<file path="config.mk">
export PLATFORM = sky130hd
export DESIGN_NAME = telemetry_core
export DESIGN_NICKNAME = d
export VERILOG_FILES = /design/src/serial_pkg.sv /design/src/tlm_pkg.sv /design/src/telemetry_core.sv /design/src/dump_ctrl.sv /design/src/uart_link.sv /design/src/hex_encoder.sv /design/src/sample_fifo.sv /design/src/change_logger.sv
export VERILOG_INCLUDE_DIRS = /design/src
export SDC_FILE = /design/constraint.sdc
export NUM_CORES = 1
export LEC_CHECK = 0
export BUFFER_PORTS_ARGS = -buffer_cell sky130_fd_sc_hd__buf_2
export CAP_MARGIN = 20
export CELL_PAD_IN_SITES_DETAIL_PLACEMENT = 1
export CELL_PAD_IN_SITES_GLOBAL_PLACEMENT = 1
export CORE_ASPECT_RATIO = 0.6
export CORE_MARGIN = 2
export CORE_UTILIZATION = 55
export DETAILED_ROUTE_END_ITERATION = 8
export PLACE_DENSITY = 0.85
export SYNTH_ARGS = -nofsm -noshare
export SYNTH_HDL_FRONTEND = slang
export SYNTH_SLANG_ARGS = --single-unit
</file>
<file path="constraint.sdc">
create_clock -name clock -period 9.1 [get_ports clock]
set_input_delay 2.73 -clock clock [delete_from_list [all_inputs] [get_ports clock]]
set_output_delay 2.73 -clock clock [all_outputs]
set_load 0.1 [all_outputs]
</file>
<file path="src/telemetry_defines.svh">
`ifndef TELEMETRY_DEFINES_SVH
`define TELEMETRY_DEFINES_SVH

// Status vector and timestamp field, 32-bit record in total
`define TLM_SIG_WIDTH 20
`define TLM_DELTA_WIDTH 12

// Buffering
`define TLM_REC_DEPTH 8    // Records held between dumps
`define TLM_CHAR_DEPTH 16  // ASCII characters waiting for the UART

// Clock cycles per UART bit
`define TLM_UART_PRESCALE 16

`endif
</file>
<file path="src/serial_pkg.sv">
package serial_pkg;

  // One character on the UART
  typedef logic [7:0] serial_byte_t;

  // Command byte that requests a dump
  localparam serial_byte_t CMD_DUMP = "a";

  // Characters used when printing records
  localparam serial_byte_t CHAR_LF      = 8'h0a;  // End of each record line
  localparam serial_byte_t CHAR_ZERO    = "0";
  localparam serial_byte_t CHAR_UPPER_A = "A";    // Hex digits above nine

endpackage

</file>
<file path="src/tlm_pkg.sv">
`include "telemetry_defines.svh"

package tlm_pkg;

  // Status vector as seen at the capture input
  typedef logic [`TLM_SIG_WIDTH-1:0] tlm_signal_t;

  // Cycles since the previous record, saturating
  typedef logic [`TLM_DELTA_WIDTH-1:0] tlm_delta_t;

  // One captured change, delta in the upper bits
  typedef struct packed {
    tlm_delta_t  delta;
    tlm_signal_t status;
  } tlm_record_t;

endpackage

</file>
<file path="src/telemetry_core.sv">
`include "telemetry_defines.svh"

module telemetry_core (
  input  logic                 clock,
  input  logic                 reset_i,
  input  logic                 enable_i,
  input  tlm_pkg::tlm_signal_t status_i,
  input  logic                 send_n_i,
  input  logic                 uart_rx_i,
  output logic                 uart_tx_o,
  output logic                 dumping_o,
  output logic                 overflow_o
);

  // Record stream, logger into FIFO and FIFO into encoder
  logic                 log_valid, log_ready, log_drop;
  tlm_pkg::tlm_record_t log_data;
  logic                 rec_valid, rec_ready, rec_empty;
  tlm_pkg::tlm_record_t rec_data;

  // Character stream, encoder into FIFO and FIFO into UART
  logic                     enc_valid, enc_ready, line_done;
  serial_pkg::serial_byte_t enc_data;
  logic                     chr_valid, chr_ready, chr_empty;
  serial_pkg::serial_byte_t chr_data;

  logic                     rx_valid, tx_busy;
  serial_pkg::serial_byte_t rx_data;
  logic                     capture_en, dump_en;

  change_logger u_change_logger (
    .clock(clock), .reset_i(reset_i),
    .capture_en_i(capture_en), .status_i(status_i),
    .rec_valid_o(log_valid), .rec_ready_i(log_ready),
    .rec_data_o(log_data), .rec_drop_o(log_drop)
  );

  sample_fifo #(
    .payload_t(tlm_pkg::tlm_record_t),
    .DEPTH(`TLM_REC_DEPTH)
  ) u_rec_fifo (
    .clock(clock), .reset_i(reset_i),
    .wr_valid_i(log_valid), .wr_ready_o(log_ready), .wr_data_i(log_data),
    .rd_valid_o(rec_valid), .rd_ready_i(rec_ready), .rd_data_o(rec_data),
    .empty_o(rec_empty)
  );

  hex_encoder u_hex_encoder (
    .clock(clock), .reset_i(reset_i), .dump_en_i(dump_en),
    .rec_valid_i(rec_valid), .rec_ready_o(rec_ready), .rec_data_i(rec_data),
    .chr_valid_o(enc_valid), .chr_ready_i(enc_ready), .chr_data_o(enc_data),
    .line_done_o(line_done)
  );

  sample_fifo #(
    .payload_t(serial_pkg::serial_byte_t),
    .DEPTH(`TLM_CHAR_DEPTH)
  ) u_chr_fifo (
    .clock(clock), .reset_i(reset_i),
    .wr_valid_i(enc_valid), .wr_ready_o(enc_ready), .wr_data_i(enc_data),
    .rd_valid_o(chr_valid), .rd_ready_i(chr_ready), .rd_data_o(chr_data),
    .empty_o(chr_empty)
  );

  uart_link u_uart_link (
    .clock(clock), .reset_i(reset_i),
    .tx_valid_i(chr_valid), .tx_ready_o(chr_ready), .tx_data_i(chr_data),
    .uart_tx_o(uart_tx_o), .uart_rx_i(uart_rx_i),
    .rx_valid_o(rx_valid), .rx_data_o(rx_data), .tx_busy_o(tx_busy)
  );

  dump_ctrl u_dump_ctrl (
    .clock(clock), .reset_i(reset_i), .enable_i(enable_i), .send_n_i(send_n_i),
    .rx_valid_i(rx_valid), .rx_data_i(rx_data),
    .rec_empty_i(rec_empty), .line_done_i(line_done),
    .chr_empty_i(chr_empty), .tx_busy_i(tx_busy), .rec_drop_i(log_drop),
    .capture_en_o(capture_en), .dump_en_o(dump_en),
    .dumping_o(dumping_o), .overflow_o(overflow_o)
  );

endmodule

</file>
<file path="src/dump_ctrl.sv">
module dump_ctrl (
  input  logic                     clock,
  input  logic                     reset_i,
  input  logic                     enable_i,
  input  logic                     send_n_i,
  input  logic                     rx_valid_i,
  input  serial_pkg::serial_byte_t rx_data_i,
  input  logic                     rec_empty_i,
  input  logic                     line_done_i,
  input  logic                     chr_empty_i,
  input  logic                     tx_busy_i,
  input  logic                     rec_drop_i,
  output logic                     capture_en_o,
  output logic                     dump_en_o,
  output logic                     dumping_o,
  output logic                     overflow_o
);

  typedef enum logic [1:0] {
    IDLE,
    DUMP,   // Encoder draws records
    DRAIN   // Waiting for the last characters to leave
  } state_t;

  state_t     state_q;
  logic [2:0] send_sync_q;  // Two sync stages, then the previous value
  logic       btn_fall;
  logic       cmd_dump;
  logic       start_req;
  logic       req_q;
  logic       entry_q;      // First cycle in DUMP
  logic       overflow_q;

  assign btn_fall  = send_sync_q[2] && !send_sync_q[1];
  assign cmd_dump  = rx_valid_i && (rx_data_i == serial_pkg::CMD_DUMP);
  assign start_req = btn_fall || cmd_dump;

  assign capture_en_o = enable_i && (state_q == IDLE);
  assign dump_en_o    = (state_q == DUMP);
  assign dumping_o    = (state_q != IDLE);
  assign overflow_o   = overflow_q;

  always_ff @(posedge clock) begin
    if (reset_i) begin
      send_sync_q <= '1;  // Button released
      state_q     <= IDLE;
      req_q       <= 1'b0;
      entry_q     <= 1'b0;
      overflow_q  <= 1'b0;
    end else begin
      send_sync_q <= {send_sync_q[1:0], send_n_i};
      req_q       <= start_req && (state_q == IDLE) && !req_q;
      entry_q     <= req_q;

      if (req_q) begin
        overflow_q <= 1'b0;
      end else if (rec_drop_i) begin
        overflow_q <= 1'b1;
      end

      case (state_q)
        IDLE:    if (req_q) state_q <= DUMP;
        // Only leave between lines, never mid-record
        DUMP:    if ((entry_q || line_done_i) && rec_empty_i) state_q <= DRAIN;
        DRAIN:   if (chr_empty_i && !tx_busy_i) state_q <= IDLE;
        default: state_q <= IDLE;
      endcase
    end
  end

endmodule

</file>
<file path="src/uart_link.sv">
`include "telemetry_defines.svh"

module uart_link (
  input  logic                     clock,
  input  logic                     reset_i,
  input  logic                     tx_valid_i,
  output logic                     tx_ready_o,
  input  serial_pkg::serial_byte_t tx_data_i,
  output logic                     uart_tx_o,
  input  logic                     uart_rx_i,
  output logic                     rx_valid_o,
  output serial_pkg::serial_byte_t rx_data_o,
  output logic                     tx_busy_o
);

  localparam int            PRESCALE   = `TLM_UART_PRESCALE;
  localparam int            CW         = $clog2(PRESCALE);
  localparam logic [CW-1:0] BIT_LAST   = CW'(PRESCALE - 1);
  localparam logic [CW-1:0] BIT_HALF   = CW'(PRESCALE / 2 - 1);
  localparam logic [3:0]    FRAME_LAST = 4'd9;  // Stop bit index

  logic [9:0]    tx_shift_q;  // Stop, data, start, sent from bit 0
  logic [CW-1:0] tx_cnt_q;
  logic [3:0]    tx_bit_q;
  logic          tx_busy_q;
  logic          tx_tick;
  logic          tx_done;
  logic          tx_load;

  logic [1:0]               rx_sync_q;
  logic                     rx_s;
  logic [CW-1:0]            rx_cnt_q;
  logic [3:0]               rx_bit_q;
  logic                     rx_busy_q;
  logic                     rx_tick;
  logic                     rx_take;
  logic                     rx_valid_q;
  serial_pkg::serial_byte_t rx_shift_q;

  // Transmitter
  assign tx_tick    = (tx_cnt_q == '0);
  assign tx_done    = tx_busy_q && tx_tick && (tx_bit_q == FRAME_LAST);
  assign tx_ready_o = !tx_busy_q || tx_done;  // Next frame follows the stop bit directly
  assign tx_load    = tx_valid_i && tx_ready_o;
  assign uart_tx_o  = tx_shift_q[0];
  assign tx_busy_o  = tx_busy_q;

  always_ff @(posedge clock) begin
    if (reset_i) begin
      tx_shift_q <= '1;  // Line idles high
      tx_cnt_q   <= '0;
      tx_bit_q   <= '0;
      tx_busy_q  <= 1'b0;
    end else if (tx_load) begin
      tx_shift_q <= {1'b1, tx_data_i, 1'b0};
      tx_cnt_q   <= BIT_LAST;
      tx_bit_q   <= '0;
      tx_busy_q  <= 1'b1;
    end else if (tx_busy_q) begin
      if (tx_tick) begin
        tx_cnt_q   <= BIT_LAST;
        tx_shift_q <= {1'b1, tx_shift_q[9:1]};
        tx_bit_q   <= tx_bit_q + 1'b1;
        if (tx_done) tx_busy_q <= 1'b0;
      end else begin
        tx_cnt_q <= tx_cnt_q - 1'b1;
      end
    end
  end

  // Receiver, same down-counter, started half a bit in
  assign rx_s       = rx_sync_q[1];
  assign rx_tick    = (rx_cnt_q == '0);
  assign rx_take    = rx_busy_q && rx_tick && (rx_bit_q != '0) && (rx_bit_q != FRAME_LAST);
  assign rx_valid_o = rx_valid_q;
  assign rx_data_o  = rx_shift_q;

  always_ff @(posedge clock) begin
    if (reset_i) begin
      rx_sync_q  <= '1;
      rx_cnt_q   <= '0;
      rx_bit_q   <= '0;
      rx_busy_q  <= 1'b0;
      rx_valid_q <= 1'b0;
    end else begin
      rx_sync_q  <= {rx_sync_q[0], uart_rx_i};
      rx_valid_q <= 1'b0;
      if (!rx_busy_q) begin
        if (!rx_s) begin  // Falling edge of a start bit
          rx_busy_q <= 1'b1;
          rx_cnt_q  <= BIT_HALF;
          rx_bit_q  <= '0;
        end
      end else if (!rx_tick) begin
        rx_cnt_q <= rx_cnt_q - 1'b1;
      end else begin
        rx_cnt_q <= BIT_LAST;
        rx_bit_q <= rx_bit_q + 1'b1;
        if ((rx_bit_q == '0) && rx_s) begin
          rx_busy_q <= 1'b0;  // Glitch, not a real start bit
        end else if (rx_bit_q == FRAME_LAST) begin
          rx_busy_q  <= 1'b0;
          rx_valid_q <= rx_s;  // Framing error drops the byte
        end
      end
    end
  end

  always_ff @(posedge clock) begin
    if (rx_take) rx_shift_q <= {rx_s, rx_shift_q[7:1]};  // LSB arrives first
  end

endmodule

</file>
<file path="src/hex_encoder.sv">
module hex_encoder (
  input  logic                     clock,
  input  logic                     reset_i,
  input  logic                     dump_en_i,
  input  logic                     rec_valid_i,
  output logic                     rec_ready_o,
  input  tlm_pkg::tlm_record_t     rec_data_i,
  output logic                     chr_valid_o,
  input  logic                     chr_ready_i,
  output serial_pkg::serial_byte_t chr_data_o,
  output logic                     line_done_o
);

  localparam int RW = $bits(tlm_pkg::tlm_record_t);

  tlm_pkg::tlm_record_t rec_q;
  logic [RW-1:0]        rec_bits;
  logic                 busy_q;  // A line is being printed
  logic [3:0]           idx_q;   // 0..7 hex digits, 8 is the line feed
  logic                 line_done_q;
  logic [2:0]           nib_pos;
  logic [3:0]           nibble;
  logic                 take_rec;
  logic                 chr_fire;
  logic                 last_chr;

  assign rec_ready_o = dump_en_i && !busy_q;
  assign take_rec    = rec_valid_i && rec_ready_o;
  assign chr_valid_o = busy_q;
  assign chr_fire    = chr_valid_o && chr_ready_i;
  assign last_chr    = (idx_q == 4'd8);
  assign line_done_o = line_done_q;

  // Most significant nibble goes out first
  assign rec_bits = rec_q;
  assign nib_pos  = 3'd7 - idx_q[2:0];
  assign nibble   = rec_bits[{nib_pos, 2'b00} +: 4];

  always_comb begin
    if (last_chr) begin
      chr_data_o = serial_pkg::CHAR_LF;
    end else if (nibble < 4'd10) begin
      chr_data_o = serial_pkg::CHAR_ZERO + 8'(nibble);
    end else begin
      chr_data_o = serial_pkg::CHAR_UPPER_A + 8'(nibble) - 8'd10;
    end
  end

  always_ff @(posedge clock) begin
    if (take_rec) rec_q <= rec_data_i;
  end

  always_ff @(posedge clock) begin
    if (reset_i) begin
      busy_q      <= 1'b0;
      idx_q       <= '0;
      line_done_q <= 1'b0;
    end else begin
      line_done_q <= chr_fire && last_chr;  // One cycle after the LF leaves
      if (take_rec) begin
        busy_q <= 1'b1;
        idx_q  <= '0;
      end else if (chr_fire) begin
        if (last_chr) busy_q <= 1'b0;
        idx_q <= idx_q + 1'b1;
      end
    end
  end

endmodule

</file>
<file path="src/sample_fifo.sv">
module sample_fifo #(
  parameter type payload_t = logic [7:0],
  parameter int  DEPTH     = 8
) (
  input  logic     clock,
  input  logic     reset_i,
  input  logic     wr_valid_i,
  output logic     wr_ready_o,
  input  payload_t wr_data_i,
  output logic     rd_valid_o,
  input  logic     rd_ready_i,
  output payload_t rd_data_o,
  output logic     empty_o
);

  localparam int PW = (DEPTH > 1) ? $clog2(DEPTH) : 1;
  localparam int CW = $clog2(DEPTH + 1);

  payload_t      mem_q [DEPTH];
  logic [PW-1:0] wr_ptr_q;
  logic [PW-1:0] rd_ptr_q;
  logic [CW-1:0] count_q;  // Entries currently held
  logic          do_wr;
  logic          do_rd;

  function automatic logic [PW-1:0] next_ptr(input logic [PW-1:0] ptr);
    return (ptr == PW'(DEPTH - 1)) ? '0 : ptr + 1'b1;
  endfunction

  assign wr_ready_o = (count_q != CW'(DEPTH));
  assign rd_valid_o = (count_q != '0);
  assign empty_o    = (count_q == '0);
  assign rd_data_o  = mem_q[rd_ptr_q];  // Head of queue, read without latency

  assign do_wr = wr_valid_i && wr_ready_o;
  assign do_rd = rd_valid_o && rd_ready_i;

  always_ff @(posedge clock) begin
    if (do_wr) begin
      mem_q[wr_ptr_q] <= wr_data_i;
    end
  end

  always_ff @(posedge clock) begin
    if (reset_i) begin
      wr_ptr_q <= '0;
      rd_ptr_q <= '0;
      count_q  <= '0;
    end else begin
      if (do_wr) wr_ptr_q <= next_ptr(wr_ptr_q);
      if (do_rd) rd_ptr_q <= next_ptr(rd_ptr_q);
      case ({do_wr, do_rd})
        2'b10:   count_q <= count_q + 1'b1;
        2'b01:   count_q <= count_q - 1'b1;
        default: count_q <= count_q;  // Both or neither
      endcase
    end
  end

endmodule

</file>
<file path="src/change_logger.sv">
module change_logger (
  input  logic                  clock,
  input  logic                  reset_i,
  input  logic                  capture_en_i,
  input  tlm_pkg::tlm_signal_t  status_i,
  output logic                  rec_valid_o,
  input  logic                  rec_ready_i,
  output tlm_pkg::tlm_record_t  rec_data_o,
  output logic                  rec_drop_o
);

  tlm_pkg::tlm_signal_t prev_q;  // Status seen on the previous cycle
  tlm_pkg::tlm_delta_t  delta_q;
  logic                 changed;
  logic                 written;

  // A record is offered in the cycle after the status moved
  assign changed     = capture_en_i && (status_i != prev_q);
  assign rec_valid_o = changed;
  assign rec_data_o  = '{delta: delta_q, status: status_i};

  // No stalling here, a full FIFO loses the record
  assign rec_drop_o = changed && !rec_ready_i;
  assign written    = changed && rec_ready_i;

  always_ff @(posedge clock) begin
    if (reset_i) begin
      prev_q  <= '0;
      delta_q <= '0;
    end else begin
      prev_q <= status_i;  // Tracks even while disabled

      if (written) begin
        delta_q <= '0;
      end else if (capture_en_i && (delta_q != '1)) begin
        delta_q <= delta_q + 1'b1;  // Sticks at all ones
      end
    end
  end

endmodule

</file>
Word-level counts from Yosys, hierarchy flattened
Memories as Yosys holds them, arrays and structs flattened. A register that Yosys moved wholly into a read port is not among the register bits.
Cells that the tools add are included.
{"block": "op_classes", "n_addsub": 18, "n_lt_le_gt_ge": 1, "eq_ne": 24, "n_shift": 1, "n_mux": 42, "bitwise_logic": 3, "n_reduce_logical": 56}
{"op": "4-bit 2-to-1 mux", "n": 13}
{"op": "32-bit by 6-bit variable part select with 4-bit output", "n": 1}
{"op": "9-bit 2-to-1 mux", "n": 3}
{"op": "4-bit by 1-bit adder with 4-bit output, second input constant", "n": 6}
{"op": "1-bit logical AND", "n": 22}
{"op": "4-bit equality test, second input constant", "n": 5}
{"op": "20-bit != test", "n": 1}
{"op": "4-bit logical NOT", "n": 4}
{"op": "1-bit 2-to-1 mux", "n": 16}
{"op": "8-bit 2-to-1 mux", "n": 2}
{"op": "2-bit nonzero test", "n": 7}
{"op": "12-bit by 1-bit adder with 12-bit output, second input constant", "n": 1}
{"op": "12-bit != test, second input constant", "n": 1}
{"op": "4-bit by 1-bit subtractor with 4-bit output, second input constant", "n": 3}
{"op": "5-bit case mux with 2 select lines", "n": 1}
{"op": "7-bit by 4-bit adder with 8-bit output, first input constant", "n": 1}
{"op": "8-bit by 7-bit equality test with 1-bit output, second input constant", "n": 1}
{"op": "4-bit != test, second input constant", "n": 2}
{"op": "4-bit case mux with 2 select lines", "n": 1}
{"op": "2-bit AND reduction", "n": 4}
{"op": "4-bit nonzero test", "n": 2}
{"op": "2-bit OR reduction", "n": 4}
{"op": "8-bit by 4-bit subtractor with 8-bit output, second input constant", "n": 1}
{"op": "6-bit by 4-bit adder with 7-bit output, first input constant", "n": 1}
{"op": "other kinds (22)", "n": 42}
{"block": "word_totals", "register_bits": 107, "ram_bits": 384, "output_inout_bits": 3, "wordCells": 173, "n_memories": 2}
{"name": "u_rec_fifo.mem_q", "depth": 8, "width": 32, "rd": 1, "rd_ports_with_merged_regs": 1, "write_ports": 1, "line": "sample_fifo.sv:19", "source": "payload_t mem_q [DEPTH];"}
{"name": "u_chr_fifo.mem_q", "depth": 16, "width": 8, "rd": 1, "rd_ports_with_merged_regs": 1, "write_ports": 1, "line": "sample_fifo.sv:19"}

Logic depth before layout (Yosys ltp)
Gate-level depths: netlist of the first run.
{"block": "depth", "word_depth": 7, "ltp_mapped": 14, "depth_no_buf": 13}

Cells and area by module
Synthesis of the first run repeated with hierarchy kept, for this count alone.
{"block": "unflattened", "cells_unflattened": 1207, "hier_area_um2": 21524.4}
{"mod": "sample_fifo at u_rec_fifo", "n_inst": 1, "cells_each": 449, "area_each_um2": 10430.0, "seq_area_each_um2": 7947.6}
{"mod": "sample_fifo at u_chr_fifo", "n_inst": 1, "cells_each": 297, "area_each_um2": 5861.9, "seq_area_each_um2": 4184.0}
{"mod": "uart_link", "n_inst": 1, "cells_each": 172, "area_each_um2": 1740.4, "seq_area_each_um2": 840.8}
{"mod": "hex_encoder", "n_inst": 1, "cells_each": 99, "area_each_um2": 1652.8, "seq_area_each_um2": 1081.0}
{"mod": "change_logger", "n_inst": 1, "cells_each": 159, "area_each_um2": 1530.2, "seq_area_each_um2": 640.6}
{"mod": "dump_ctrl", "n_inst": 1, "cells_each": 31, "area_each_um2": 309.0, "seq_area_each_um2": 160.2}

Worst setup path after synthesis of the first run
No wires, ideal clock.
{"block": "synth_path", "path_type": "input -> register", "start": "input port enable_i", "end": "memory u_rec_fifo.mem_q[1][0] (netlist bit), enable pin", "setup_time_ps": 502, "arrival_ps": 6728, "required_ps": 8598, "setup_slack_ps": 1869, "path_stages": 5, "cell_sequence": "nor3b_1 nand2_1 a21oi_1 buf_2 nor4bb_1"}
{"block": "synth_via", "elab_chain_len": 5}
{"element": "start: declaration", "line": "telemetry_core.sv:6", "source": "input logic enable_i,"}
{"element": "1-bit logical AND", "line": "dump_ctrl.sv:38", "source": "assign capture_en_o = enable_i && (state_q == IDLE);"}
{"element": "1-bit logical AND", "line": "change_logger.sv:18", "source": "assign changed = capture_en_i && (status_i != prev_q);"}
{"element": "1-bit logical AND", "line": "sample_fifo.sv:35", "source": "assign do_wr = wr_valid_i && wr_ready_o;"}
{"element": "1-bit 2-to-1 mux", "line": "sample_fifo.sv:39", "source": "if (do_wr) begin"}
{"element": "1-bit 2-to-1 mux (implied by the code)", "line": "sample_fifo.sv:40", "source": "mem_q[wr_ptr_q] <= wr_data_i;"}
{"element": "end: declaration", "line": "sample_fifo.sv:19"}
Every way passes these cells.

Final worst setup path of the first run
{"block": "layout_path", "start": "input port enable_i", "end": "memory u_rec_fifo.mem_q[2][28] (netlist bit), enable pin"}
The elaborated chain is that of the path after synthesis.

==> results.toml, run 1 <==
[status]
status = "completed"

[clock_tree]
clock_latency_ns = 0.57
post-cts-setup-buffers = 0
cts_root_buf = "clkbuf_16"
cts_sinks = 511
cts_tree = "done"
cts_buffer_depth = 3
ctsHoldBuffers = 0
cts_buffers = 45
htreeDepth = 2
path_clk_slew_ns = 0.06
cts_resized = 0

[power_and_ir_drop]
p_per_area_nw_per_um2 = 236
power_frac_comb = 0.115
swShare = 0.251
power_frac_clock = 0.380
seqPwrFrac = 0.505
internal_power_uw = 3980
ir_worst_vdd_uv = 189
leakage_uw = 0.00720
p_sw_uw = 1340

[routing]
drtIter0Drc = 1326
ant_nets = 0
route.detailed.drc = 0
vias = 11100
dr.pass1.iters = 5
via_per_inst = 6.48
drt-total-wl_um = 52300
post_drt_wl_per_cell_um = 30.5

[synthesis]
yosysTopAreaCell = "edfxtp_1"
synth_edf_count = 408
synth_top_area_frac = 0.606
synth_cell_types = 59
ys_seq_area_frac = 0.708
netlist_instances = 1163
syn-num-nets = 1217
yosys_warnings = 0
synth_area_leaders = "edfxtp_1 61%, mux4_2 10%, dfxtp_1 10%"
async_flop_share = 0
synth-main-ff-cell = "edfxtp_1"
synth-seq-cells = 511
syn_avg_cell_area_um2 = 17.4
synth_area_um2 = 20200

[timing]
tns_ns = 0
max_freq_mhz = 197
tightest_slew_ns = 1.13
fin_crit_sh = 0.557
maxSlewViolCount = 0
worst_hold_slack_ns = 0.425
hold_viol = 0
skew_ns = 0.0228
relSlewSlack = 0.246
setup_slack_ns = 4.03
finalSetupViolCount = 0
rsz0062_at_grt = "no"
fin_crit_ns = 5.07

[min_path]
whs_endpoint = "u_uart_link.rx_sync_q[1]$_SDFF_PP1_"
hp-start = "u_uart_link.rx_sync_q[0]$_SDFF_PP1_"
hold_path_class = "reg2reg"
hold_depth = 1

[placed_design]
dp_hpwl_um = 29800
place_congestion = 0.768
pre_cts_ws_ns = 3.07
port_buffers = 27
dpl_cell_area_um2 = 20900

[setup_path]
required_ns = 9.29
crit_arrival_ns = 5.26
cp-start-kind = "primary input"
reg2reg_slack_ns = 4.83
worst_setup_path_end_kind = "flip-flop"
crit_type = "in2reg"
r2r_end = "u_chr_fifo.count_q[4]$_SDFFE_PP0P_"
cp_max_fo = 24
rr_startpoint = "u_chr_fifo.count_q[0]$_SDFFE_PP0P_"
worstRegToRegCells = 11

[floorplan]
die-area_um2 = 38400
core_area_um2 = 36300
initial_utilization = 0.557
rows = 54
die_h_um = 153
fp.dieW_um = 252
pin_count = 28

[global_route]
overflow = 0
antenna_found_initial = 3
grt_pass1_vias = 11800
grt_max_degree = 81
grt_pass1_wl_um = 78100
grt.total_usage = 0.279

[run]
drv_cap = 0

[cells_and_area]
final_nets = 1258
nFillCells = 3110
area_growth_pct = 11.1
drive_gt1_frac = 0.231
diodes = 0
final_cell_area_um2 = 22500
[power by group through the flow]
stage	combinational, uW	sequential [uW]	clock, uW
floorplan	415	2700	0
global placement	541	2720	0
detailed placement	584	2730	0
CTS	610	2680	2030
global route	664	2690	2110
finish	613	2680	2020
[final cells by class]
cell class,instances,area [um^2],area share
flip-flops and latches,511,14300,0.637
repair buffers,47,299,0.0133
clock buffers,61,1260,0.0559
well taps,476,596,0.0265
clock inverters,22,273,0.0121
inverters,21,78.8,0.00351
multi-input cells,578,5650,0.251
[worst max-delay path by stage]
stage,start,slack (ns),end,cells past startpoint
global route,status_i[1],3.83,u_rec_fifo.count_q[3]$_SDFFE_PP0P_,13
CTS,enable_i,3.61,u_rec_fifo.mem_q[2][28]$_DFFE_PP_,7
finish,enable_i,4.03,u_rec_fifo.mem_q[2][28]$_DFFE_PP_,8
global placement,enable_i,3.25,u_rec_fifo.mem_q[2][25]$_DFFE_PP_,7
floorplan,enable_i,1.87,u_rec_fifo.mem_q[1][0]$_DFFE_PP_,5
detailed placement,enable_i,3.07,u_rec_fifo.mem_q[2][29]$_DFFE_PP_,7
[layer usage]
metal,routed length (um),GRT usage
met3,4670,0.0682
met1,21800,0.400
met5,23,0
met4,1400,0.0740
met2,24400,0.434
[synth_stat cells (6+ instances only)]
| master | number |
|---|---|
| nand2_1 | 32 |
| inv_1 | 21 |
| o21ai_0 | 16 |
| nand4_1 | 9 |
| nand3_1 | 10 |
| clkbuf_1 | 34 |
| buf_2 | 12 |
| o22ai_1 | 12 |
| a21oi_1 | 30 |
| nor2_1 | 54 |
| nor2b_1 | 27 |
| dfxtp_1 | 103 |
| xnor2_1 | 27 |
| mux2i_1 | 13 |
| xor2_1 | 21 |
| ha_1 | 28 |
| a211oi_1 | 14 |
| nor3_1 | 38 |
| nand2b_1 | 13 |
| mux2_2 | 46 |
| o21bai_1 | 9 |
| edfxtp_1 | 408 |
| or2_2 | 6 |
| mux4_2 | 94 |
[flip-flops by register name (all words and copies together), names as in the netlist, 5 cells and up, named ones only]
signal	flops
u_uart_link.rx_data_o	8
u_hex_encoder.rec_bits	32
u_uart_link.tx_shift_q	9
u_chr_fifo.count_q	5
u_chr_fifo.mem_q	112
u_rec_fifo.mem_q	256
u_change_logger.prev_q	20
u_change_logger.delta_q	12
[per-stage QoR]
stage | utilization | total power, uW | instances
3_5_place_dp | 0.575 | 3310 | 1626
4_1_cts | 0.618 | 5320 | 1709
3_3_place_gp | 0.575 | 3260 | 1625
6_report | 0.619 | 5310 | 1716
5_1_grt | 0.619 | 5470 | 1716
2_1_floorplan | - | 3120 | 1163
[critical path: stages]
cell and delay (ns):
buf_2 0.10, nor3b_1 0.38, buf_2 0.29, nand2_1 0.10, a21oi_2 0.11, buf_4 0.30
nor4bb_4 0.66, buf_4 0.55
[cells in the final DEF (no fill, tap or decap), types with 4 or more instances in the layout]
cell type    n
a211oi_1    14
a21oi_1     29
a311oi_1     4
a31oi_1      4
and3_1       4
buf_2       28
buf_4       14
bufinv_16    6
clkbuf_1     9
clkbuf_16   45
clkbuf_8     7
clkinv_2     8
dfxtp_1     99
edfxtp_1   408
ha_1        28
inv_1       21
mux2_2      46
mux2i_1     13
mux4_2      94
nand2_1     32
nand2b_1    13
nand3_1     10
nand3b_1     4
nand4_1      9
nor2_1      52
nor2b_1     27
nor3_1      38
o2111ai_1    4
o21a_1       4
o21ai_0     16
o21bai_1     9
o22ai_1     12
or2_2        6
or3_1        4
xnor2_1     27
xor2_1      21
[cell families (layout without fill, tap and decap cells)]
group | after synthesis | in the layout | synth area share
DFF | 511 | 511 | 0.708
and+or+nand+nor | 233 | 233 | 0.0626
muxes | 155 | 155 | 0.139
AOI/OAI and AO/OA | 113 | 113 | 0.0363
buffers and inverters | 74 | 151 | 0.0152
xor gates and xnor gates | 48 | 48 | 0.0208
adders and majority gates | 29 | 29 | 0.0183
Note: power is estimated with default switching activity, not from simulation.
==> inputs of run 2 (changes only) <==
--- a/config.mk
+++ b/config.mk
@@ -12,9 +12,9 @@
 export CELL_PAD_IN_SITES_GLOBAL_PLACEMENT = 1
 export CORE_ASPECT_RATIO = 0.6
 export CORE_MARGIN = 2
-export CORE_UTILIZATION = 55
+export CORE_UTILIZATION = 49
 export DETAILED_ROUTE_END_ITERATION = 8
-export PLACE_DENSITY = 0.85
+export PLACE_DENSITY = 0.8
 export SYNTH_ARGS = -nofsm -noshare
 export SYNTH_HDL_FRONTEND = slang
 export SYNTH_SLANG_ARGS = --single-unit
==> constraint.sdc (replaced) <==
create_clock -name clock -period 4.12 [get_ports clock]
set_input_delay 1.236 -clock clock [delete_from_list [all_inputs] [get_ports clock]]
set_output_delay 1.236 -clock clock [all_outputs]
set_load 0.1 [all_outputs]
==> run 2 against run 1 <==
Effect of this change: clock power grew 110%; wire length shrank 7.6%; largest power group unchanged; critical path depth grew 5; combinational power grew 110%; hold slack lost 0.010 ns; worst setup slack lost 3.4 ns; cell area grew 0.38%; via count shrank 2.5%.
==> results.toml, run 2 (synthesis gave the netlist of run 1 again) <==
[timing]
skew_ns = 0.0280
tightest_slew_ns = 1.08
hold_viol = 0
maxSlewViolCount = 0
rsz0062_at_grt = "no"
tns_ns = 0
finalSetupViolCount = 0
fin_crit_sh = 0.843
max_freq_mhz = 288
relSlewSlack = 0.279
fin_crit_ns = 3.47

[routing]
via_per_inst = 6.10
dr.pass1.iters = 5
drtIter0Drc = 1179
ant_nets = 0
route.detailed.drc = 0
post_drt_wl_per_cell_um = 27.1
vias = 10900
drt-total-wl_um = 48300

[global_route]
grt_max_degree = 74
grt.total_usage = 0.229
overflow = 0
grt_pass1_vias = 11500
grt_pass1_wl_um = 73500
antenna_found_initial = 1

[clock_tree]
cts_buffers = 46
htreeDepth = 2
cts_root_buf = "clkbuf_16"
cts_sinks = 511
cts_resized = 0
clock_latency_ns = 0.57
post-cts-setup-buffers = 0
cts_tree = "done"
path_clk_slew_ns = 0.06
ctsHoldBuffers = 0
cts_buffer_depth = 3

[min_path]
hold_path_class = "reg2reg"

[cells_and_area]
nFillCells = 3637
area_growth_pct = 11.6
drive_gt1_frac = 0.229
final_nets = 1267
final_cells = 1780
final_cell_mix = "408 x edfxtp_1, 99 x dfxtp_1, 94 x mux4_2"
seqCellArea_um2 = 14300
top_register = "u_rec_fifo.mem_q"
layout_commonest_cell = "edfxtp_1"
multiInputGateArea_um2 = 5650
largest_register_ffs = 256
diodes = 0

[placed_design]
port_buffers = 27
dp.cells = 1692
place_congestion = 0.758
dp_hpwl_um = 29600

[setup_path]
crit_type = "in2reg"
worst_setup_path_end_kind = "flip-flop"
required_ns = 4.61
cp_max_fo = 10
cp-start-kind = "primary input"
crit_arrival_ns = 3.96

[floorplan]
core_area_um2 = 40600
pin_count = 28
die_h_um = 161
initial_utilization = 0.498
fp.dieW_um = 266
die-area_um2 = 43000
rows = 57

[power_and_ir_drop]
p_per_area_nw_per_um2 = 504
p_sw_uw = 2820
seqPwrFrac = 0.523
internal_power_uw = 8540
leakage_uw = 0.00720
power_frac_clock = 0.366
swShare = 0.248
ir_worst_vdd_uv = 317
p_total_uw = 11400
power_frac_comb = 0.111

[run]
drv_cap = 0

[status]
status = "completed"
==> run 2: cell count changes in the layout (fill, tap and decap cells not counted), moves of 2 or more <==
cell,before,now
clkbuf_1,9,19
buf_4,14,21
bufinv_16,6,1
buf_12,1,4
buf_2,28,26
clkinv_2,8,6
inv_6,2,0
==> run 2: metrics by stage <==
step	util	hold WS [ns]	setup WS (ns)	cell area, um^2
2_1_floorplan	-	0.389	0.142	20300
3_3_place_gp	0.519	0.402	0.424	21100
3_5_place_dp	0.519	0.403	0.189	21100
4_1_cts	0.555	0.419	0.739	22500
5_1_grt	0.556	0.427	0.538	22600
6_report	0.556	0.415	0.647	22600
==> run 2: per-layer routing <==
metal / global-route usage / wire length [um]
met5: 0 / 11
met1: 0.350 / 22200
met4: 0.0518 / 859
met3: 0.0445 / 3380
met2: 0.344 / 21900
==> run 2: final cells by class <==
type	instances	share of cell area
clock buffer	72	0.0585
sequential	511	0.635
timing repair buffer	55	0.0185
inverter	21	0.00349
multi-input combinational	578	0.250
tap	531	0.0294
clock inverter	12	0.00494
==> run 2: final timing paths <==
kind	start	end	slack, ns	cells after the start
hold reg to reg	u_uart_link.rx_sync_q[0]$_SDFF_PP1_	u_uart_link.rx_sync_q[1]$_SDFF_PP1_	0.41	1
setup / recovery	status_i[18]	u_rec_fifo.count_q[2]$_SDFFE_PP0P_	0.65	13
setup reg to reg	u_uart_link.tx_cnt_q[0]$_SDFFE_PP0P_	u_chr_fifo.count_q[4]$_SDFFE_PP0P_	1.06	13
hold / removal	u_uart_link.rx_sync_q[0]$_SDFF_PP1_	u_uart_link.rx_sync_q[1]$_SDFF_PP1_	0.41	1
==> run 2: power by group through the flow <==
stage	Combinational, uW	Sequential (uW)	Clock (uW)
CTS	1250	5950	4220
global placement	1170	6030	0
detailed placement	1240	6050	0
floorplan	921	5960	0
global route	1370	5970	4410
finish	1260	5950	4160
==> run 2: critical path, cell delays in order <==
cell,delay (ns)
buf_2,0.17
xnor2_1,0.34
nand4_1,0.17
nor3_1,0.33
a21oi_2,0.15
inv_1,0.12
ha_1,0.29
xor2_1,0.12
ha_1,0.20
a21oi_1,0.20
xor2_1,0.13
or3_1,0.33
a21oi_1,0.16
==> inputs of run 3 (changes only) <==
--- a/config.mk
+++ b/config.mk
@@ -6,15 +6,16 @@
 export SDC_FILE = /design/constraint.sdc
 export NUM_CORES = 1
 export LEC_CHECK = 0
+export ABC_AREA = 1
 export BUFFER_PORTS_ARGS = -buffer_cell sky130_fd_sc_hd__buf_2
 export CAP_MARGIN = 20
 export CELL_PAD_IN_SITES_DETAIL_PLACEMENT = 1
 export CELL_PAD_IN_SITES_GLOBAL_PLACEMENT = 1
 export CORE_ASPECT_RATIO = 0.6
 export CORE_MARGIN = 2
-export CORE_UTILIZATION = 49
+export CORE_UTILIZATION = 51
 export DETAILED_ROUTE_END_ITERATION = 8
-export PLACE_DENSITY = 0.8
+export PLACE_DENSITY = 0.84
 export SYNTH_ARGS = -nofsm -noshare
 export SYNTH_HDL_FRONTEND = slang
 export SYNTH_SLANG_ARGS = --single-unit
==> constraint.sdc (replaced) <==
create_clock -name clock -period 3.4 [get_ports clock]
set_input_delay 1.02 -clock clock [delete_from_list [all_inputs] [get_ports clock]]
set_output_delay 1.02 -clock clock [all_outputs]
set_load 0.1 [all_outputs]
==> run 3 against run 2 <==
Effect of this change: final cell count up 39%; core utilization is 2.2 points higher; highest routed layer is now met4; non-clock buffer count up 16; largest power group unchanged; wire length is 15% higher; clock power increased by 34%.
==> results.toml, run 3 <==
[global_route]
antenna_found_initial = 0
overflow = 0
grt_max_degree = 88
grt_pass1_wl_um = 86800
grt_pass1_vias = 15200
grt.total_usage = 0.265

[power_and_ir_drop]
p_per_area_nw_per_um2 = 703
p_total_uw = 16400
leakage_uw = 0.00829
ir_worst_vdd_uv = 404

[routing]
dr.pass1.iters = 7
drtIter0Drc = 1369
drt-total-wl_um = 55400
via_per_inst = 5.79
vias = 14300
route.detailed.drc = 0
post_drt_wl_per_cell_um = 22.5
ant_nets = 0

[setup_path]
rr_startpoint = "u_uart_link.tx_cnt_q[0]$_SDFFE_PP0P_"
required_ns = 3.86
cp-start-kind = "primary input"
crit_arrival_ns = 3.38
crit_type = "in2reg"
cp-startpoint = "status_i[1]"
cp_max_fo = 10
worst_setup_path_end_kind = "flip-flop"

[placed_design]
place_congestion = 0.801
port_buffers = 27
dp_hpwl_um = 35400

[synthesis]
async_flop_share = 0
syn-num-nets = 1923
synth_area_leaders = "edfxtp_1 59%, dfxtp_1 9.9%, nor2_1 7.6%"
synth_top_area_frac = 0.588
netlist_instances = 1869
yosysMostFrequentCell = "nor2_1"
syn_avg_cell_area_um2 = 11.1
synth-seq-cells = 511
synth-main-ff-cell = "edfxtp_1"
yosys_warnings = 0
yosysTopAreaCell = "edfxtp_1"
synthTopCellsByCount = "421 x nor2_1, 408 x edfxtp_1, 225 x o21ai_0, 176 x nand2_1, 114 x inv_1"
synth_edf_count = 408
ys_seq_area_frac = 0.687
synth_cell_types = 47
synth_area_um2 = 20800

[timing]
skew_ns = 0.0214
rsz0062_at_grt = "no"
tightest_slew_ns = 0.827
hold_viol = 0
fin_crit_ns = 2.91
finalSetupViolCount = 0
maxSlewViolCount = 0
relSlewSlack = 0.446
fin_crit_sh = 0.857
max_freq_mhz = 343
worst_hold_slack_ns = 0.417

[clock_tree]
cts_tree = "done"
htreeDepth = 2
ctsHoldBuffers = 0
post-cts-setup-buffers = 0
cts_root_buf = "clkbuf_16"
cts_resized = 0
cts_buffer_depth = 3
clock_latency_ns = 0.57
cts_buffers = 46
path_clk_slew_ns = 0.07
cts_sinks = 511

[run]
drv_cap = 0

[floorplan]
pin_count = 28
core_area_um2 = 40400
rows = 57
initial_utilization = 0.516
die-area_um2 = 42500
fp.dieW_um = 265
die_h_um = 161

[status]
status = "completed"

[cells_and_area]
final_nets = 1955
drive_gt1_frac = 0.103
largest_register_ffs = 256
diodes = 0
top_register = "u_rec_fifo.mem_q"
layout_commonest_cell = "nor2_1"
final_cell_mix = "412 x nor2_1, 408 x edfxtp_1, 225 x o21ai_0"
area_growth_pct = 11.9

[min_path]
hold_path_class = "reg2reg"
hp-start = "u_dump_ctrl.send_sync_q[0]$_SDFF_PP1_"
run 3: routing by layer:
layer  routed length, um  track usage  vias up
li1                    -            -     6574
met1               24800        0.372     7230
met2               26000        0.432      424
met3                3630       0.0501       68
met4                 972       0.0639        0
met5                   0            0        -
run 3: path summary, 6_finish.rpt:
check / slack [ns] / cells past startpoint / end
worst max-delay path: 0.49 / 16 / u_rec_fifo.count_q[2]$_SDFFE_PP0P_
worst max register to register: 0.54 / 13 / u_chr_fifo.count_q[4]$_SDFFE_PP0P_
worst min register to register: 0.42 / 1 / u_dump_ctrl.send_sync_q[1]$_SDFF_PP1_
worst min-delay path: 0.42 / 1 / u_dump_ctrl.send_sync_q[1]$_SDFF_PP1_
run 3: final cells by class:
cell class,instances,area (um^2)
clock inverter,18,235
timing repair buffer,71,519
sequential,511,14300
tap,531,664
multi-input combinational,1149,5720
inverter,122,464
clock buffer,67,1390
fill,4148,17100
run 3: kinds of logic after synthesis:
logic type / synth area share
and+or+nand+nor: 0.139
xor gates and xnor gates: 0.00883
AOI/OAI and AO/OA: 0.105
adders and majority gates: 0.0178
DFF: 0.687
buffers and inverters: 0.0418
run 3: worst max-delay path, stage by stage:
cell     delay (ns)
buf_2          0.19
inv_1          0.09
nand2_1        0.07
nand2_1        0.05
nor2_1         0.15
nand2_1        0.14
nor2_1         0.21
nand3_2        0.19
nand3_4        0.17
ha_1           0.25
xor2_1         0.26
ha_1           0.20
a21oi_1        0.05
xnor2_1        0.13
o21ai_0        0.14
inv_1          0.06
run 3: per-stage QoR:
stage,area [um^2],setup TNS [ns],worst slack (ns),utilization,instances
global placement,21700,0,0.0320,0.537,2383
detailed placement,21700,-0.149,-0.0745,0.537,2384
CTS,23300,0,0.529,0.577,2469
finish,23300,0,0.486,0.577,2469
floorplan,20800,-22.04,-0.0863,-,1869
global route,23300,0,0.239,0.577,2469
run 3: power breakdown:
part | internal (uW) | switching [uW]
combinational | 924 | 2320
clock | 3240 | 2320
sequential | 7340 | 254
